<file path="config.mk">
export PLATFORM = sky130hd
export DESIGN_NAME = video_subsys_top
export DESIGN_NICKNAME = d
export VERILOG_FILES = /design/src/video_pkg.sv /design/src/video_pattern_gen.sv /design/src/video_subsys_top.sv /design/src/video_timing_gen.sv
export VERILOG_INCLUDE_DIRS = /design/src
export SDC_FILE = /design/constraint.sdc
export NUM_CORES = 1
export LEC_CHECK = 0
export CORE_ASPECT_RATIO = 0.6
export CORE_MARGIN = 3
export CORE_UTILIZATION = 30
export DETAILED_ROUTE_END_ITERATION = 8
export DONT_BUFFER_PORTS = 1
export HOLD_SLACK_MARGIN = 0.05
export PLACE_DENSITY = 0.47
export SLEW_MARGIN = 20
export SYNTH_ARGS = -nofsm -noshare
export SYNTH_HDL_FRONTEND = slang
export SYNTH_SLANG_ARGS = --single-unit
</file>
<file path="constraint.sdc">
create_clock -name pixel_clk -period 4.51 [get_ports pixel_clk]
set_input_delay 0.902 -clock pixel_clk [delete_from_list [all_inputs] [get_ports pixel_clk]]
set_output_delay 0.902 -clock pixel_clk [all_outputs]
set_load 0.05 [all_outputs]
</file>
<file path="src/video_config.svh">
`ifndef VIDEO_CONFIG_SVH
`define VIDEO_CONFIG_SVH

// --------------------------------------------------
// coordinate and counter width
// --------------------------------------------------

// 11 bits covers totals up to 2047
`define VID_COORD_W 11

// --------------------------------------------------
// horizontal timing in pixel clocks
// --------------------------------------------------

// 1280x720 at 60 Hz, 74.25 MHz pixel clock
`define VID_H_SYNC  40    // sync pulse width
`define VID_H_BACK  220   // back porch
`define VID_H_DISP  1280  // visible pixels per line
`define VID_H_FRONT 110   // front porch

// --------------------------------------------------
// vertical timing in lines
// --------------------------------------------------

`define VID_V_SYNC  5     // sync pulse height
`define VID_V_BACK  20    // back porch
`define VID_V_DISP  720   // visible lines per frame
`define VID_V_FRONT 5     // front porch

// totals are not kept here
// each module sums the four parts itself

`endif

</file>
<file path="src/video_pkg.sv">
`default_nettype none

`include "video_config.svh"

package video_pkg;

    // --------------------------------------------------
    // coordinates
    // --------------------------------------------------

    // one counter or coordinate value
    typedef logic [`VID_COORD_W-1:0] coord_t;

    // requested pixel, relative to active area origin
    typedef struct packed {
        coord_t x;  // column
        coord_t y;  // row
    } pixel_pos_t;

    // --------------------------------------------------
    // colour and display bundle
    // --------------------------------------------------

    // 5/6/5 packing, red in the top bits
    typedef struct packed {
        logic [4:0] r;
        logic [5:0] g;
        logic [4:0] b;
    } rgb565_t;

    // what the panel sees
    typedef struct packed {
        logic    hs;   // active low
        logic    vs;   // active low
        logic    de;   // data enable
        rgb565_t rgb;  // zero outside de
    } video_out_t;

    // pattern select, sampled once per frame
    typedef enum logic [1:0] {
        pat_color_bars,  // eight vertical bars
        pat_gradient,    // x/y ramps
        pat_grid,        // 16 pixel grid
        pat_solid        // flat colour
    } pattern_mode_e;

endpackage

`default_nettype wire

</file>
<file path="src/video_pattern_gen.sv">
`default_nettype none

`include "video_config.svh"

module video_pattern_gen #(
    parameter int H_SYNC  = `VID_H_SYNC,
    parameter int H_BACK  = `VID_H_BACK,
    parameter int H_DISP  = `VID_H_DISP,
    parameter int H_FRONT = `VID_H_FRONT,
    parameter int V_SYNC  = `VID_V_SYNC,
    parameter int V_BACK  = `VID_V_BACK,
    parameter int V_DISP  = `VID_V_DISP,
    parameter int V_FRONT = `VID_V_FRONT
) (
    input  wire logic                      pixel_clk,
    input  wire logic                      sys_rst_n,
    input  wire logic                      frame_start,   // latch strobe
    input  wire logic                      data_req,      // pixel wanted next clock
    input  wire video_pkg::pixel_pos_t     pixel_pos,     // which pixel
    input  wire video_pkg::pattern_mode_e  pattern_mode,  // raw, may change any time
    input  wire video_pkg::rgb565_t        solid_color,   // raw, may change any time
    output video_pkg::rgb565_t             pixel          // one clock after data_req
);

    localparam int H_TOTAL = H_SYNC + H_BACK + H_DISP + H_FRONT;
    localparam int V_TOTAL = V_SYNC + V_BACK + V_DISP + V_FRONT;

    // eight bars across the visible width
    localparam int BAR_W = H_DISP / 8;

    // coordinates arrive in coord_t, so the mode must fit
    if (H_TOTAL > (1 << $bits(video_pkg::coord_t)) ||
        V_TOTAL > (1 << $bits(video_pkg::coord_t))) begin : g_width_check
        $error("video_pattern_gen: timing totals do not fit the coordinate width");
    end

    // --------------------------------------------------
    // per-frame latch
    // --------------------------------------------------

    video_pkg::pattern_mode_e mode_q;
    video_pkg::rgb565_t       solid_q;

    // only sampled at frame start, no tearing mid-frame
    always_ff @(posedge pixel_clk or negedge sys_rst_n) begin
        if (!sys_rst_n) begin
            mode_q  <= video_pkg::pat_color_bars;
            solid_q <= '0;
        end else if (frame_start) begin
            mode_q  <= pattern_mode;
            solid_q <= solid_color;
        end
    end

    // --------------------------------------------------
    // pattern terms
    // --------------------------------------------------

    logic [2:0]         bar_idx;   // 0 white .. 7 black
    video_pkg::coord_t  sum_xy;    // diagonal term for blue ramp
    logic               grid_on;   // on a grid line
    video_pkg::rgb565_t pix_nxt;   // value to register

    // bar colours in display order
    function automatic video_pkg::rgb565_t bar_color(input logic [2:0] idx);
        video_pkg::rgb565_t c;
        case (idx)
            3'd0:    c = video_pkg::rgb565_t'(16'hFFFF);  // white
            3'd1:    c = video_pkg::rgb565_t'(16'hFFE0);  // yellow
            3'd2:    c = video_pkg::rgb565_t'(16'h07FF);  // cyan
            3'd3:    c = video_pkg::rgb565_t'(16'h07E0);  // green
            3'd4:    c = video_pkg::rgb565_t'(16'hF81F);  // magenta
            3'd5:    c = video_pkg::rgb565_t'(16'hF800);  // red
            3'd6:    c = video_pkg::rgb565_t'(16'h001F);  // blue
            default: c = video_pkg::rgb565_t'(16'h0000);  // black
        endcase
        return c;
    endfunction

    // count bar edges already passed, constants fold per k
    always_comb begin
        bar_idx = '0;
        for (int k = 1; k < 8; k++) begin
            if (pixel_pos.x >= video_pkg::coord_t'(k * BAR_W)) begin
                bar_idx = 3'(k);
            end
        end
    end

    assign sum_xy  = pixel_pos.x + pixel_pos.y;
    assign grid_on = (pixel_pos.x[3:0] == 4'd0) || (pixel_pos.y[3:0] == 4'd0);

    // mode select
    always_comb begin
        case (mode_q)
            video_pkg::pat_color_bars: pix_nxt = bar_color(bar_idx);
            video_pkg::pat_gradient: begin
                pix_nxt.r = pixel_pos.x[4:0];
                pix_nxt.g = pixel_pos.y[5:0];
                pix_nxt.b = sum_xy[4:0];
            end
            video_pkg::pat_grid:       pix_nxt = grid_on ? '1 : '0;  // white on black
            default:                   pix_nxt = solid_q;
        endcase
    end

    // --------------------------------------------------
    // output register
    // --------------------------------------------------

    // zero between requests keeps blanking black
    always_ff @(posedge pixel_clk or negedge sys_rst_n) begin
        if (!sys_rst_n) begin
            pixel <= '0;
        end else if (data_req) begin
            pixel <= pix_nxt;
        end else begin
            pixel <= '0;
        end
    end

endmodule

`default_nettype wire

</file>
<file path="src/video_subsys_top.sv">
`default_nettype none

`include "video_config.svh"

module video_subsys_top #(
    parameter int H_SYNC  = `VID_H_SYNC,
    parameter int H_BACK  = `VID_H_BACK,
    parameter int H_DISP  = `VID_H_DISP,
    parameter int H_FRONT = `VID_H_FRONT,
    parameter int V_SYNC  = `VID_V_SYNC,
    parameter int V_BACK  = `VID_V_BACK,
    parameter int V_DISP  = `VID_V_DISP,
    parameter int V_FRONT = `VID_V_FRONT
) (
    input  wire logic                      pixel_clk,
    input  wire logic                      sys_rst_n,
    input  wire video_pkg::pattern_mode_e  pattern_mode,
    input  wire video_pkg::rgb565_t        solid_color,
    output video_pkg::video_out_t          video         // to the panel
);

    logic                  hs;
    logic                  vs;
    logic                  de;
    logic                  data_req;     // timing to pattern, one clock early
    logic                  frame_start;  // timing to pattern, latch strobe
    video_pkg::pixel_pos_t pixel_pos;
    video_pkg::rgb565_t    pixel;        // arrives with de

    // --------------------------------------------------
    // timing and pattern source
    // --------------------------------------------------

    video_timing_gen #(
        .H_SYNC (H_SYNC), .H_BACK (H_BACK), .H_DISP (H_DISP), .H_FRONT (H_FRONT),
        .V_SYNC (V_SYNC), .V_BACK (V_BACK), .V_DISP (V_DISP), .V_FRONT (V_FRONT)
    ) u_timing (
        .pixel_clk   (pixel_clk),
        .sys_rst_n   (sys_rst_n),
        .hs          (hs),
        .vs          (vs),
        .de          (de),
        .data_req    (data_req),
        .pixel_pos   (pixel_pos),
        .frame_start (frame_start)
    );

    video_pattern_gen #(
        .H_SYNC (H_SYNC), .H_BACK (H_BACK), .H_DISP (H_DISP), .H_FRONT (H_FRONT),
        .V_SYNC (V_SYNC), .V_BACK (V_BACK), .V_DISP (V_DISP), .V_FRONT (V_FRONT)
    ) u_pattern (
        .pixel_clk    (pixel_clk),
        .sys_rst_n    (sys_rst_n),
        .frame_start  (frame_start),
        .data_req     (data_req),
        .pixel_pos    (pixel_pos),
        .pattern_mode (pattern_mode),
        .solid_color  (solid_color),
        .pixel        (pixel)
    );

    // bundle for the display side
    assign video = '{hs: hs, vs: vs, de: de, rgb: pixel};

endmodule

`default_nettype wire

</file>
<file path="src/video_timing_gen.sv">
`default_nettype none

`include "video_config.svh"

module video_timing_gen #(
    parameter int H_SYNC  = `VID_H_SYNC,
    parameter int H_BACK  = `VID_H_BACK,
    parameter int H_DISP  = `VID_H_DISP,
    parameter int H_FRONT = `VID_H_FRONT,
    parameter int V_SYNC  = `VID_V_SYNC,
    parameter int V_BACK  = `VID_V_BACK,
    parameter int V_DISP  = `VID_V_DISP,
    parameter int V_FRONT = `VID_V_FRONT
) (
    input  wire logic                  pixel_clk,
    input  wire logic                  sys_rst_n,
    output logic                       hs,           // active low
    output logic                       vs,           // active low
    output logic                       de,           // data_req one clock late
    output logic                       data_req,     // early pixel request
    output video_pkg::pixel_pos_t      pixel_pos,    // valid with data_req
    output logic                       frame_start   // both counters at zero
);

    // --------------------------------------------------
    // derived timing
    // --------------------------------------------------

    localparam int H_TOTAL = H_SYNC + H_BACK + H_DISP + H_FRONT;
    localparam int V_TOTAL = V_SYNC + V_BACK + V_DISP + V_FRONT;

    localparam video_pkg::coord_t H_SYNC_END = video_pkg::coord_t'(H_SYNC);
    localparam video_pkg::coord_t H_ACT_BEG  = video_pkg::coord_t'(H_SYNC + H_BACK);
    localparam video_pkg::coord_t H_ACT_END  = video_pkg::coord_t'(H_SYNC + H_BACK + H_DISP);
    localparam video_pkg::coord_t H_LAST     = video_pkg::coord_t'(H_TOTAL - 1);

    localparam video_pkg::coord_t V_SYNC_END = video_pkg::coord_t'(V_SYNC);
    localparam video_pkg::coord_t V_ACT_BEG  = video_pkg::coord_t'(V_SYNC + V_BACK);
    localparam video_pkg::coord_t V_ACT_END  = video_pkg::coord_t'(V_SYNC + V_BACK + V_DISP);
    localparam video_pkg::coord_t V_LAST     = video_pkg::coord_t'(V_TOTAL - 1);

    // counters must hold the full line and frame
    if (H_TOTAL > (1 << $bits(video_pkg::coord_t)) ||
        V_TOTAL > (1 << $bits(video_pkg::coord_t))) begin : g_width_check
        $error("video_timing_gen: timing totals do not fit the coordinate width");
    end

    // --------------------------------------------------
    // counters
    // --------------------------------------------------

    video_pkg::coord_t cnt_h;      // pixel within line
    video_pkg::coord_t cnt_v;      // line within frame
    video_pkg::coord_t nxt_h;      // cnt_h of the next clock
    video_pkg::coord_t nxt_v;      // cnt_v of the next clock
    logic              line_end;   // last pixel of a line
    logic              h_act_nxt;  // next pixel is visible
    logic              v_act_nxt;  // next line is visible

    assign line_end = (cnt_h == H_LAST);

    // wrap at H_TOTAL
    assign nxt_h = line_end ? '0 : cnt_h + 1'b1;

    // vertical only moves on line end
    always_comb begin
        if (!line_end) begin
            nxt_v = cnt_v;
        end else if (cnt_v == V_LAST) begin
            nxt_v = '0;             // frame wrap
        end else begin
            nxt_v = cnt_v + 1'b1;
        end
    end

    always_ff @(posedge pixel_clk or negedge sys_rst_n) begin
        if (!sys_rst_n) begin
            cnt_h <= '0;
            cnt_v <= '0;
        end else begin
            cnt_h <= nxt_h;
            cnt_v <= nxt_v;
        end
    end

    // --------------------------------------------------
    // sync and frame marker
    // --------------------------------------------------

    assign hs = (cnt_h >= H_SYNC_END);  // low during first H_SYNC clocks
    assign vs = (cnt_v >= V_SYNC_END);  // low during first V_SYNC lines

    // also high in reset, counters sit at zero there
    assign frame_start = (cnt_h == '0) && (cnt_v == '0);

    // --------------------------------------------------
    // request, coordinate, enable
    // --------------------------------------------------

    // look one clock ahead so the pixel source has a cycle
    assign h_act_nxt = (nxt_h >= H_ACT_BEG) && (nxt_h < H_ACT_END);
    assign v_act_nxt = (nxt_v >= V_ACT_BEG) && (nxt_v < V_ACT_END);
    assign data_req  = h_act_nxt && v_act_nxt;

    // offset into the visible area, parked at zero between requests
    always_comb begin
        if (data_req) begin
            pixel_pos.x = nxt_h - H_ACT_BEG;
            pixel_pos.y = nxt_v - V_ACT_BEG;
        end else begin
            pixel_pos.x = '0;
            pixel_pos.y = '0;
        end
    end

    // de lines up with the registered pixel
    always_ff @(posedge pixel_clk or negedge sys_rst_n) begin
        if (!sys_rst_n) begin
            de <= 1'b0;
        end else begin
            de <= data_req;
        end
    end

endmodule

`default_nettype wire
</file>
# == Word-level counts from Yosys, hierarchy flattened ==
# Index checks and enable logic that the tools add are counted.
# op_classes
reduce_logical,11
order_cmp,13
eq_ne,10
mux,15
add_sub_neg,5
# ops
cell,count
16-bit case mux with 7 select lines,1
16-bit case mux with 3 select lines,1
"11-bit by 10-bit >= comparator with 1-bit output, second input constant",3
"11-bit by 9-bit >= comparator with 1-bit output, second input constant",3
11-bit two-way mux,3
16-bit two-way mux,2
"11-bit by 1-bit adder with 11-bit output, second input constant",2
11-bit zero test,2
22-bit two-way mux,1
3-bit two-way mux,4
"11-bit by 10-bit equality test with 1-bit output, second input constant",1
"11-bit equality test, second input constant",1
"11-bit >= comparator, second input constant",1
"11-bit by 3-bit >= comparator with 1-bit output, second input constant",1
"11-bit by 5-bit >= comparator with 1-bit output, second input constant",1
"11-bit by 6-bit >= comparator with 1-bit output, second input constant",1
"11-bit by 8-bit >= comparator with 1-bit output, second input constant",1
"11-bit by 10-bit < comparator with 1-bit output, second input constant",1
"11-bit < comparator, second input constant",1
"11-bit by 5-bit subtractor with 11-bit output, second input constant",1
"11-bit by 9-bit subtractor with 11-bit output, second input constant",1
"3-bit equality test, second input constant",3
4-bit zero test,2
"3-bit by 2-bit equality test with 1-bit output, second input constant",2
other kinds (10),14
# word_totals
in_bits,20
wordCells,64
out_inout_bits,19
reg_bits,57

# == Logic depth before layout (Yosys ltp) ==
# depth
word_depth,19
ltp_mapped,25
mapped_depth_nobuf,23

# == Cells and area by module ==
# From an unflattened synthesis, not the netlist that was laid out.
# unflattened
hier_cells,435
hier_area_um2,4090.2
# by_module_without_submodules
mod,area_each_um2,seq_area_each_um2,cells_per_inst,instances
video_timing_gen,2446.1,575.6,282,1
video_pattern_gen,1621.6,850.8,150,1
video_subsys_top,22.5,0.0,3,1

# == Worst setup path after synthesis ==
# OpenSTA, ideal clock, no wires.
# synth_path
kind,reg2reg
start,reg u_timing.cnt_h[1]
end,reg u_pattern.pixel[4] (netlist name)
synth_period_minus_slack_ns,4.462
path_stages_with_launch,23
path_slack_ns,0.048
t_required_ns,4.374
arrival_time_ns,4.326
setup_time_ns,0.136
n_path_buf,1
cell_sequence,dfrtp_1 inv_1 ha_1 nor3b_2 nand2_1 a311oi_2 inv_2 or4_4 o21ai_2 a2bb2oi_2 o211ai_2 buf_2 nor3_1 ha_1 inv_1 fa_1 inv_1 a21o_1 a21oi_1 xnor2_1 xnor2_1 a2111oi_0 nor4_1
# synth_via
elab_chain_cells,18
word_cells_on_any_way,43
classes_between,add/sub (4); order compare (11); eq/ne (7); mux (14); reduce/logical (7)
# synth_rtl
item,line,source
"start, declared",video_timing_gen.sv:52,video_pkg::coord_t cnt_h;
"start signal, assigned",video_timing_gen.sv:81,cnt_h <= nxt_h;
11-bit by 1-bit adder with 11-bit output / 11-bit equality test (equally long branches),"video_timing_gen.sv:63, video_timing_gen.sv:60",
11-bit two-way mux (*),video_timing_gen.sv:63,assign nxt_h = line_end ? '0 : cnt_h + 1'b1;
net u_timing.nxt_h[6],video_timing_gen.sv:54,video_pkg::coord_t nxt_h;
11-bit by 9-bit >= comparator with 1-bit output / 11-bit < comparator (equally long branches),video_timing_gen.sv:101,assign h_act_nxt = (nxt_h >= H_ACT_BEG) && (nxt_h < H_ACT_END);
1-bit logical AND,video_timing_gen.sv:101,
1-bit logical AND,video_timing_gen.sv:103,assign data_req = h_act_nxt && v_act_nxt;
22-bit two-way mux,video_timing_gen.sv:107,if (data_req) begin
11-bit by 8-bit >= comparator with 1-bit output,video_pattern_gen.sv:84,if (pixel_pos.x >= video_pkg::coord_t'(k * BAR_W)) begin
1-bit two-way mux,video_pattern_gen.sv:84,
2-bit two-way mux (2 in a row),video_pattern_gen.sv:84,
3-bit two-way mux (4 in a row),video_pattern_gen.sv:84,
"3-bit equality test, or another cell as far along",video_pattern_gen.sv:67,case (idx)
16-bit case mux with 7 select lines,video_pattern_gen.sv:67,
16-bit case mux with 3 select lines,video_pattern_gen.sv:95,case (mode_q)
16-bit two-way mux (*),video_pattern_gen.sv:115,end else if (data_req) begin
# Mark *: on every way through the listed nets, which the timed path passes. The rest lies on a longest branch.
# A chain may end at the register's enable or synchronous reset.

# == Worst setup path in the final report ==
# layout_path
start,reg u_timing.cnt_h[1]
end,reg u_pattern.pixel[4] (netlist name)
# layout_via
elab_chain_cells,18
word_cells_on_any_way,43
classes_between,add/sub (4); order compare (11); eq/ne (7); mux (14); reduce/logical (7)
# layout_rtl
item,line,source
11-bit equality test (*),video_timing_gen.sv:60,assign line_end = (cnt_h == H_LAST);
11-bit two-way mux (*),video_timing_gen.sv:67,if (!line_end) begin
net u_timing.nxt_v[4],video_timing_gen.sv:55,video_pkg::coord_t nxt_v;
11-bit by 5-bit >= comparator with 1-bit output / 11-bit by 10-bit < comparator with 1-bit output (equally long branches),video_timing_gen.sv:102,assign v_act_nxt = (nxt_v >= V_ACT_BEG) && (nxt_v < V_ACT_END);
1-bit logical AND,video_timing_gen.sv:102,
1-bit logical AND,video_timing_gen.sv:103,
22-bit two-way mux,video_timing_gen.sv:107,
11-bit by 8-bit >= comparator with 1-bit output,video_pattern_gen.sv:84,
1-bit two-way mux,video_pattern_gen.sv:84,
2-bit two-way mux (2 in a row),video_pattern_gen.sv:84,
3-bit two-way mux (4 in a row),video_pattern_gen.sv:84,
"3-bit equality test, or another cell as far along",video_pattern_gen.sv:67,
16-bit case mux with 7 select lines,video_pattern_gen.sv:67,
16-bit case mux with 3 select lines,video_pattern_gen.sv:95,
16-bit two-way mux (*),video_pattern_gen.sv:115,
# Marked as above.

==> flow_metrics.env <==
export IMPL_status="completed"
export IMPL_required_ns=4.70
export IMPL_synth_top_area_share_pct=37.2
export IMPL_syn_cell_area_mm2=0.00384
export IMPL_core_mm2=0.0123
export IMPL_p_per_area_mw_per_mm2=259
export IMPL_setup_viol=0
export IMPL_area_delta_synth_final_pct=24.9
export IMPL_grt_max_degree=58
export IMPL_final_nets=498
export IMPL_vias=3350
export IMPL_synth_compound_area_share_pct=19.1
export IMPL_pwr_share_clk_pct=55.3
export IMPL_whs_ns=0.267
export IMPL_worst_setup_path_type="reg2reg"
export IMPL_ys_warn_count=0
export IMPL_fill_cells=1236
export IMPL_post_dp_hpwl_um=8490
export IMPL_crit_fanout=18
export IMPL_routed_wl_um=11300
export IMPL_synth_top_family_by_area="simple AND/OR/NAND/NOR gates"
export IMPL_synthAdderAreaFrac_pct=5.87
export IMPL_yosys_area_top_type="dfrtp_1"
export IMPL_synth_edf_count=0
export IMPL_viasPerCell=5.29
export IMPL_ys_seq_elements=57
export IMPL_fmax_mhz=227
export IMPL_synthArstFlopShare_pct=100
export IMPL_clock_latency_ns=0.33
export IMPL_firstDrtPassIters=4
export IMPL_switching_share_pct=22.5
export IMPL_die_h_um=93.6
export IMPL_antenna_found_initial=0
export IMPL_syn_area_per_cell_um2=9.25
export IMPL_clkSinkCount=57
export IMPL_synth_area_leaders="dfrtp_1, mux2_2, ha_1, xnor2_1, nor2_1"
export IMPL_clock_skew_ns=0.00656
export IMPL_min_period_ns=4.40
export IMPL_slew_violations=0
export IMPL_n_antenna_cell=0
export IMPL_clk_pin_slew_ns=0.06
export IMPL_cts_buffers=9
export IMPL_die_x_um=152
export IMPL_grt_pass1_wl_um=18300
export IMPL_drc=0
export IMPL_start_util_pct=31.3
export IMPL_worstMarginPinSlew_ns=0.952
export IMPL_startpoint_type="register"
export IMPL_dieArea_mm2=0.0142
export IMPL_drt_iter0_drc=343
export IMPL_grt_setup_unrepaired="yes"
export IMPL_drive_gt1_share_pct=28.4
export IMPL_synth_cell_types=73
export IMPL_synth_mux_area_share_pct=5.54
export IMPL_syn_nets=450
export IMPL_first_global_vias=3367
export IMPL_relSlewSlack_pct=36.3
export IMPL_grt_remaining_overflow=0
export IMPL_ys_seq_area_share_pct=37.2
export IMPL_hold_viol=0
export IMPL_peakVddDrop_mv=0.185
export IMPL_finish_utilization_pct=39.1
export IMPL_cts_root_buf="clkbuf_16"
export IMPL_synthesis_instances=415
export IMPL_p_leak_nw=2.14
export IMPL_htree_levels=3
export IMPL_comb_power_share_pct=2.0
export IMPL_drv_cap=0
export IMPL_portBuffers=0
export IMPL_yosys_area_share_xor_xnor_pct=4.76
export IMPL_p_seq_share_pct=42.7
export IMPL_intPower_w=0.000960
export IMPL_power_switching_w=0.000279
export IMPL_end_kind="register"
export IMPL_period_share_pct=97.6
export IMPL_row_count=31
export IMPL_antenna_left=0
export IMPL_synth_simple_gate_area_share_pct=22.1
export IMPL_grtUsageTotal_pct=16.2
export IMPL_cts_buffer_depth=2
export IMPL_worstHoldPathType="in2async"
export IMPL_gp_congestion=0.916
export IMPL_cp_data_arrival_time_ns=4.60
export IMPL_io_pins=39
export IMPL_ys_dominant_reg_cell="dfrtp_1"
export IMPL_routedWlPerCell_um=17.8
export IMPL_cts_tree="yes"
[registers in the layout (all words and copies together) (netlist names)]
name and count:
u_pattern.mode_q 2, u_pattern.pixel 16, u_pattern.solid_q 16, u_timing.cnt_h 11
u_timing.cnt_v 11, u_timing.de 1
[synth_stat cells (3+ instances only)]
master and number:
a2111oi_0 5, a211o_1 3, a211oi_1 3, a21o_1 5
a21oi_1 11, a221oi_1 7, a22o_1 3, a31o_2 3
a31oi_1 5, and2_1 4, and3_1 4, buf_2 3
buf_4 3, clkbuf_1 14, dfrtp_1 57, ha_1 14
inv_1 25, maj3_1 3, mux2_2 18, nand2_1 26
nand3_1 16, nand4_1 5, nor2_1 34, nor3_1 20
nor3_2 5, nor4_1 8, o21ai_0 21, o31ai_1 5
o41ai_1 3, or2_2 5, or3_1 8, xnor2_1 15
xor2_1 4
[layout make-up]
cell class              count  area [µm²]  area share [%]
flip-flops and latches     57        1430            29.8
well taps                 165         206            4.31
inverters                  26        97.6            2.04
multi-input cells         310        2300            48.0
clock inverters             6        68.8            1.44
clock buffers              10         229            4.78
repair buffers             59         463            9.66
[cell usage in the layout, fill, tap and decap left out, types with 5 or more instances in the layout]
cell / count
nor2_1: 33
ha_1: 13
nand4_1: 5
dfrtp_1: 57
a221oi_1: 7
buf_4: 56
nor4_1: 8
nor3_1: 19
clkbuf_16: 9
o21ai_0: 20
or2_2: 5
nand3_1: 15
a21oi_1: 11
inv_1: 25
nor3_2: 5
or3_1: 8
nand2_1: 26
xnor2_1: 15
a21o_1: 5
mux2_2: 18
[cell families after synthesis]
logic type      count (synthesis)
compound gates                 98
xor+xnor                       20
fa+ha+maj                      18
buf+inv                        48
flops                          57
mux                            19
simple gates                  155
[power groups by stage]
stage | clock [W] | combinational, W | sequential, W
floorplan | 0 | 0.0000238 | 0.000532
global placement | 0 | 0.0000241 | 0.000538
detailed placement | 0 | 0.0000247 | 0.000538
CTS | 0.000697 | 0.0000250 | 0.000529
global route | 0.000728 | 0.0000278 | 0.000530
finish | 0.000685 | 0.0000251 | 0.000529
[repair_timing]
item | CTS | global route
hold buffers | 0 | 0
endpoints found under the hold margin | 0 | 0
endpoints found under the setup margin | 1 | 16
pin swaps | 9 | 12
resized for setup | 8 | 17
setup buffers | 12 | 2
[worst paths after layout]
kind	depth (start not counted)	to	from	slack, ns
hold / removal	0	u_timing.cnt_v[10]	sys_rst_n	0.27
hold reg to reg	1	u_pattern.solid_q[9]	u_pattern.solid_q[9]	0.50
setup reg to reg	18	u_pattern.pixel[4]	u_timing.cnt_h[1]	0.11
min in group pixel_clk	1	u_pattern.solid_q[9]	u_pattern.solid_q[9]	0.50
setup / recovery	18	u_pattern.pixel[4]	u_timing.cnt_h[1]	0.11
max in group asynchronous	0	u_timing.de	sys_rst_n	4.11
[through the flow]
| step | instance area (µm²) | setup WS (ns) | TNS [ns] | instances | total power [W] |
|---|---|---|---|---|---|
| finish | 4790 | 0.106 | 0 | 633 | 0.00124 |
| floorplan | 3840 | 0.0483 | 0 | 415 | 0.000556 |
| CTS | 4680 | -0.00831 | -0.00831 | 631 | 0.00125 |
| global placement | 4270 | 0.0444 | 0 | 603 | 0.000562 |
| detailed placement | 4270 | -0.110 | -0.110 | 603 | 0.000562 |
| global route | 4790 | -0.139 | -0.202 | 633 | 0.00129 |
[worst max-delay path: stages, from the launching register on]
cell and delay (ns):
dfrtp_1 0.38, inv_1 0.08, ha_1 0.16, or4b_4 0.50
or4_1 0.53, o31ai_4 0.24, a211o_1 0.14, and4_1 0.20
a31oi_2 0.06, o211ai_4 0.29, buf_12 0.19, nor2_1 0.06
ha_1 0.33, a21o_1 0.19, a21oi_1 0.19, xnor2_1 0.15
xnor2_1 0.08, a2111oi_1 0.41, nor4_1 0.09
[layer usage]
layer  global-route usage (%)  up-vias  routed length, µm
met2                     21.8      101               4350
met1                     25.3     1615               6100
met5                        0        -                  0
met3                     5.04        9                768
met4                     2.24        0                 56
li1                         -     1625                  -
(Power assumes the default switching activity.)
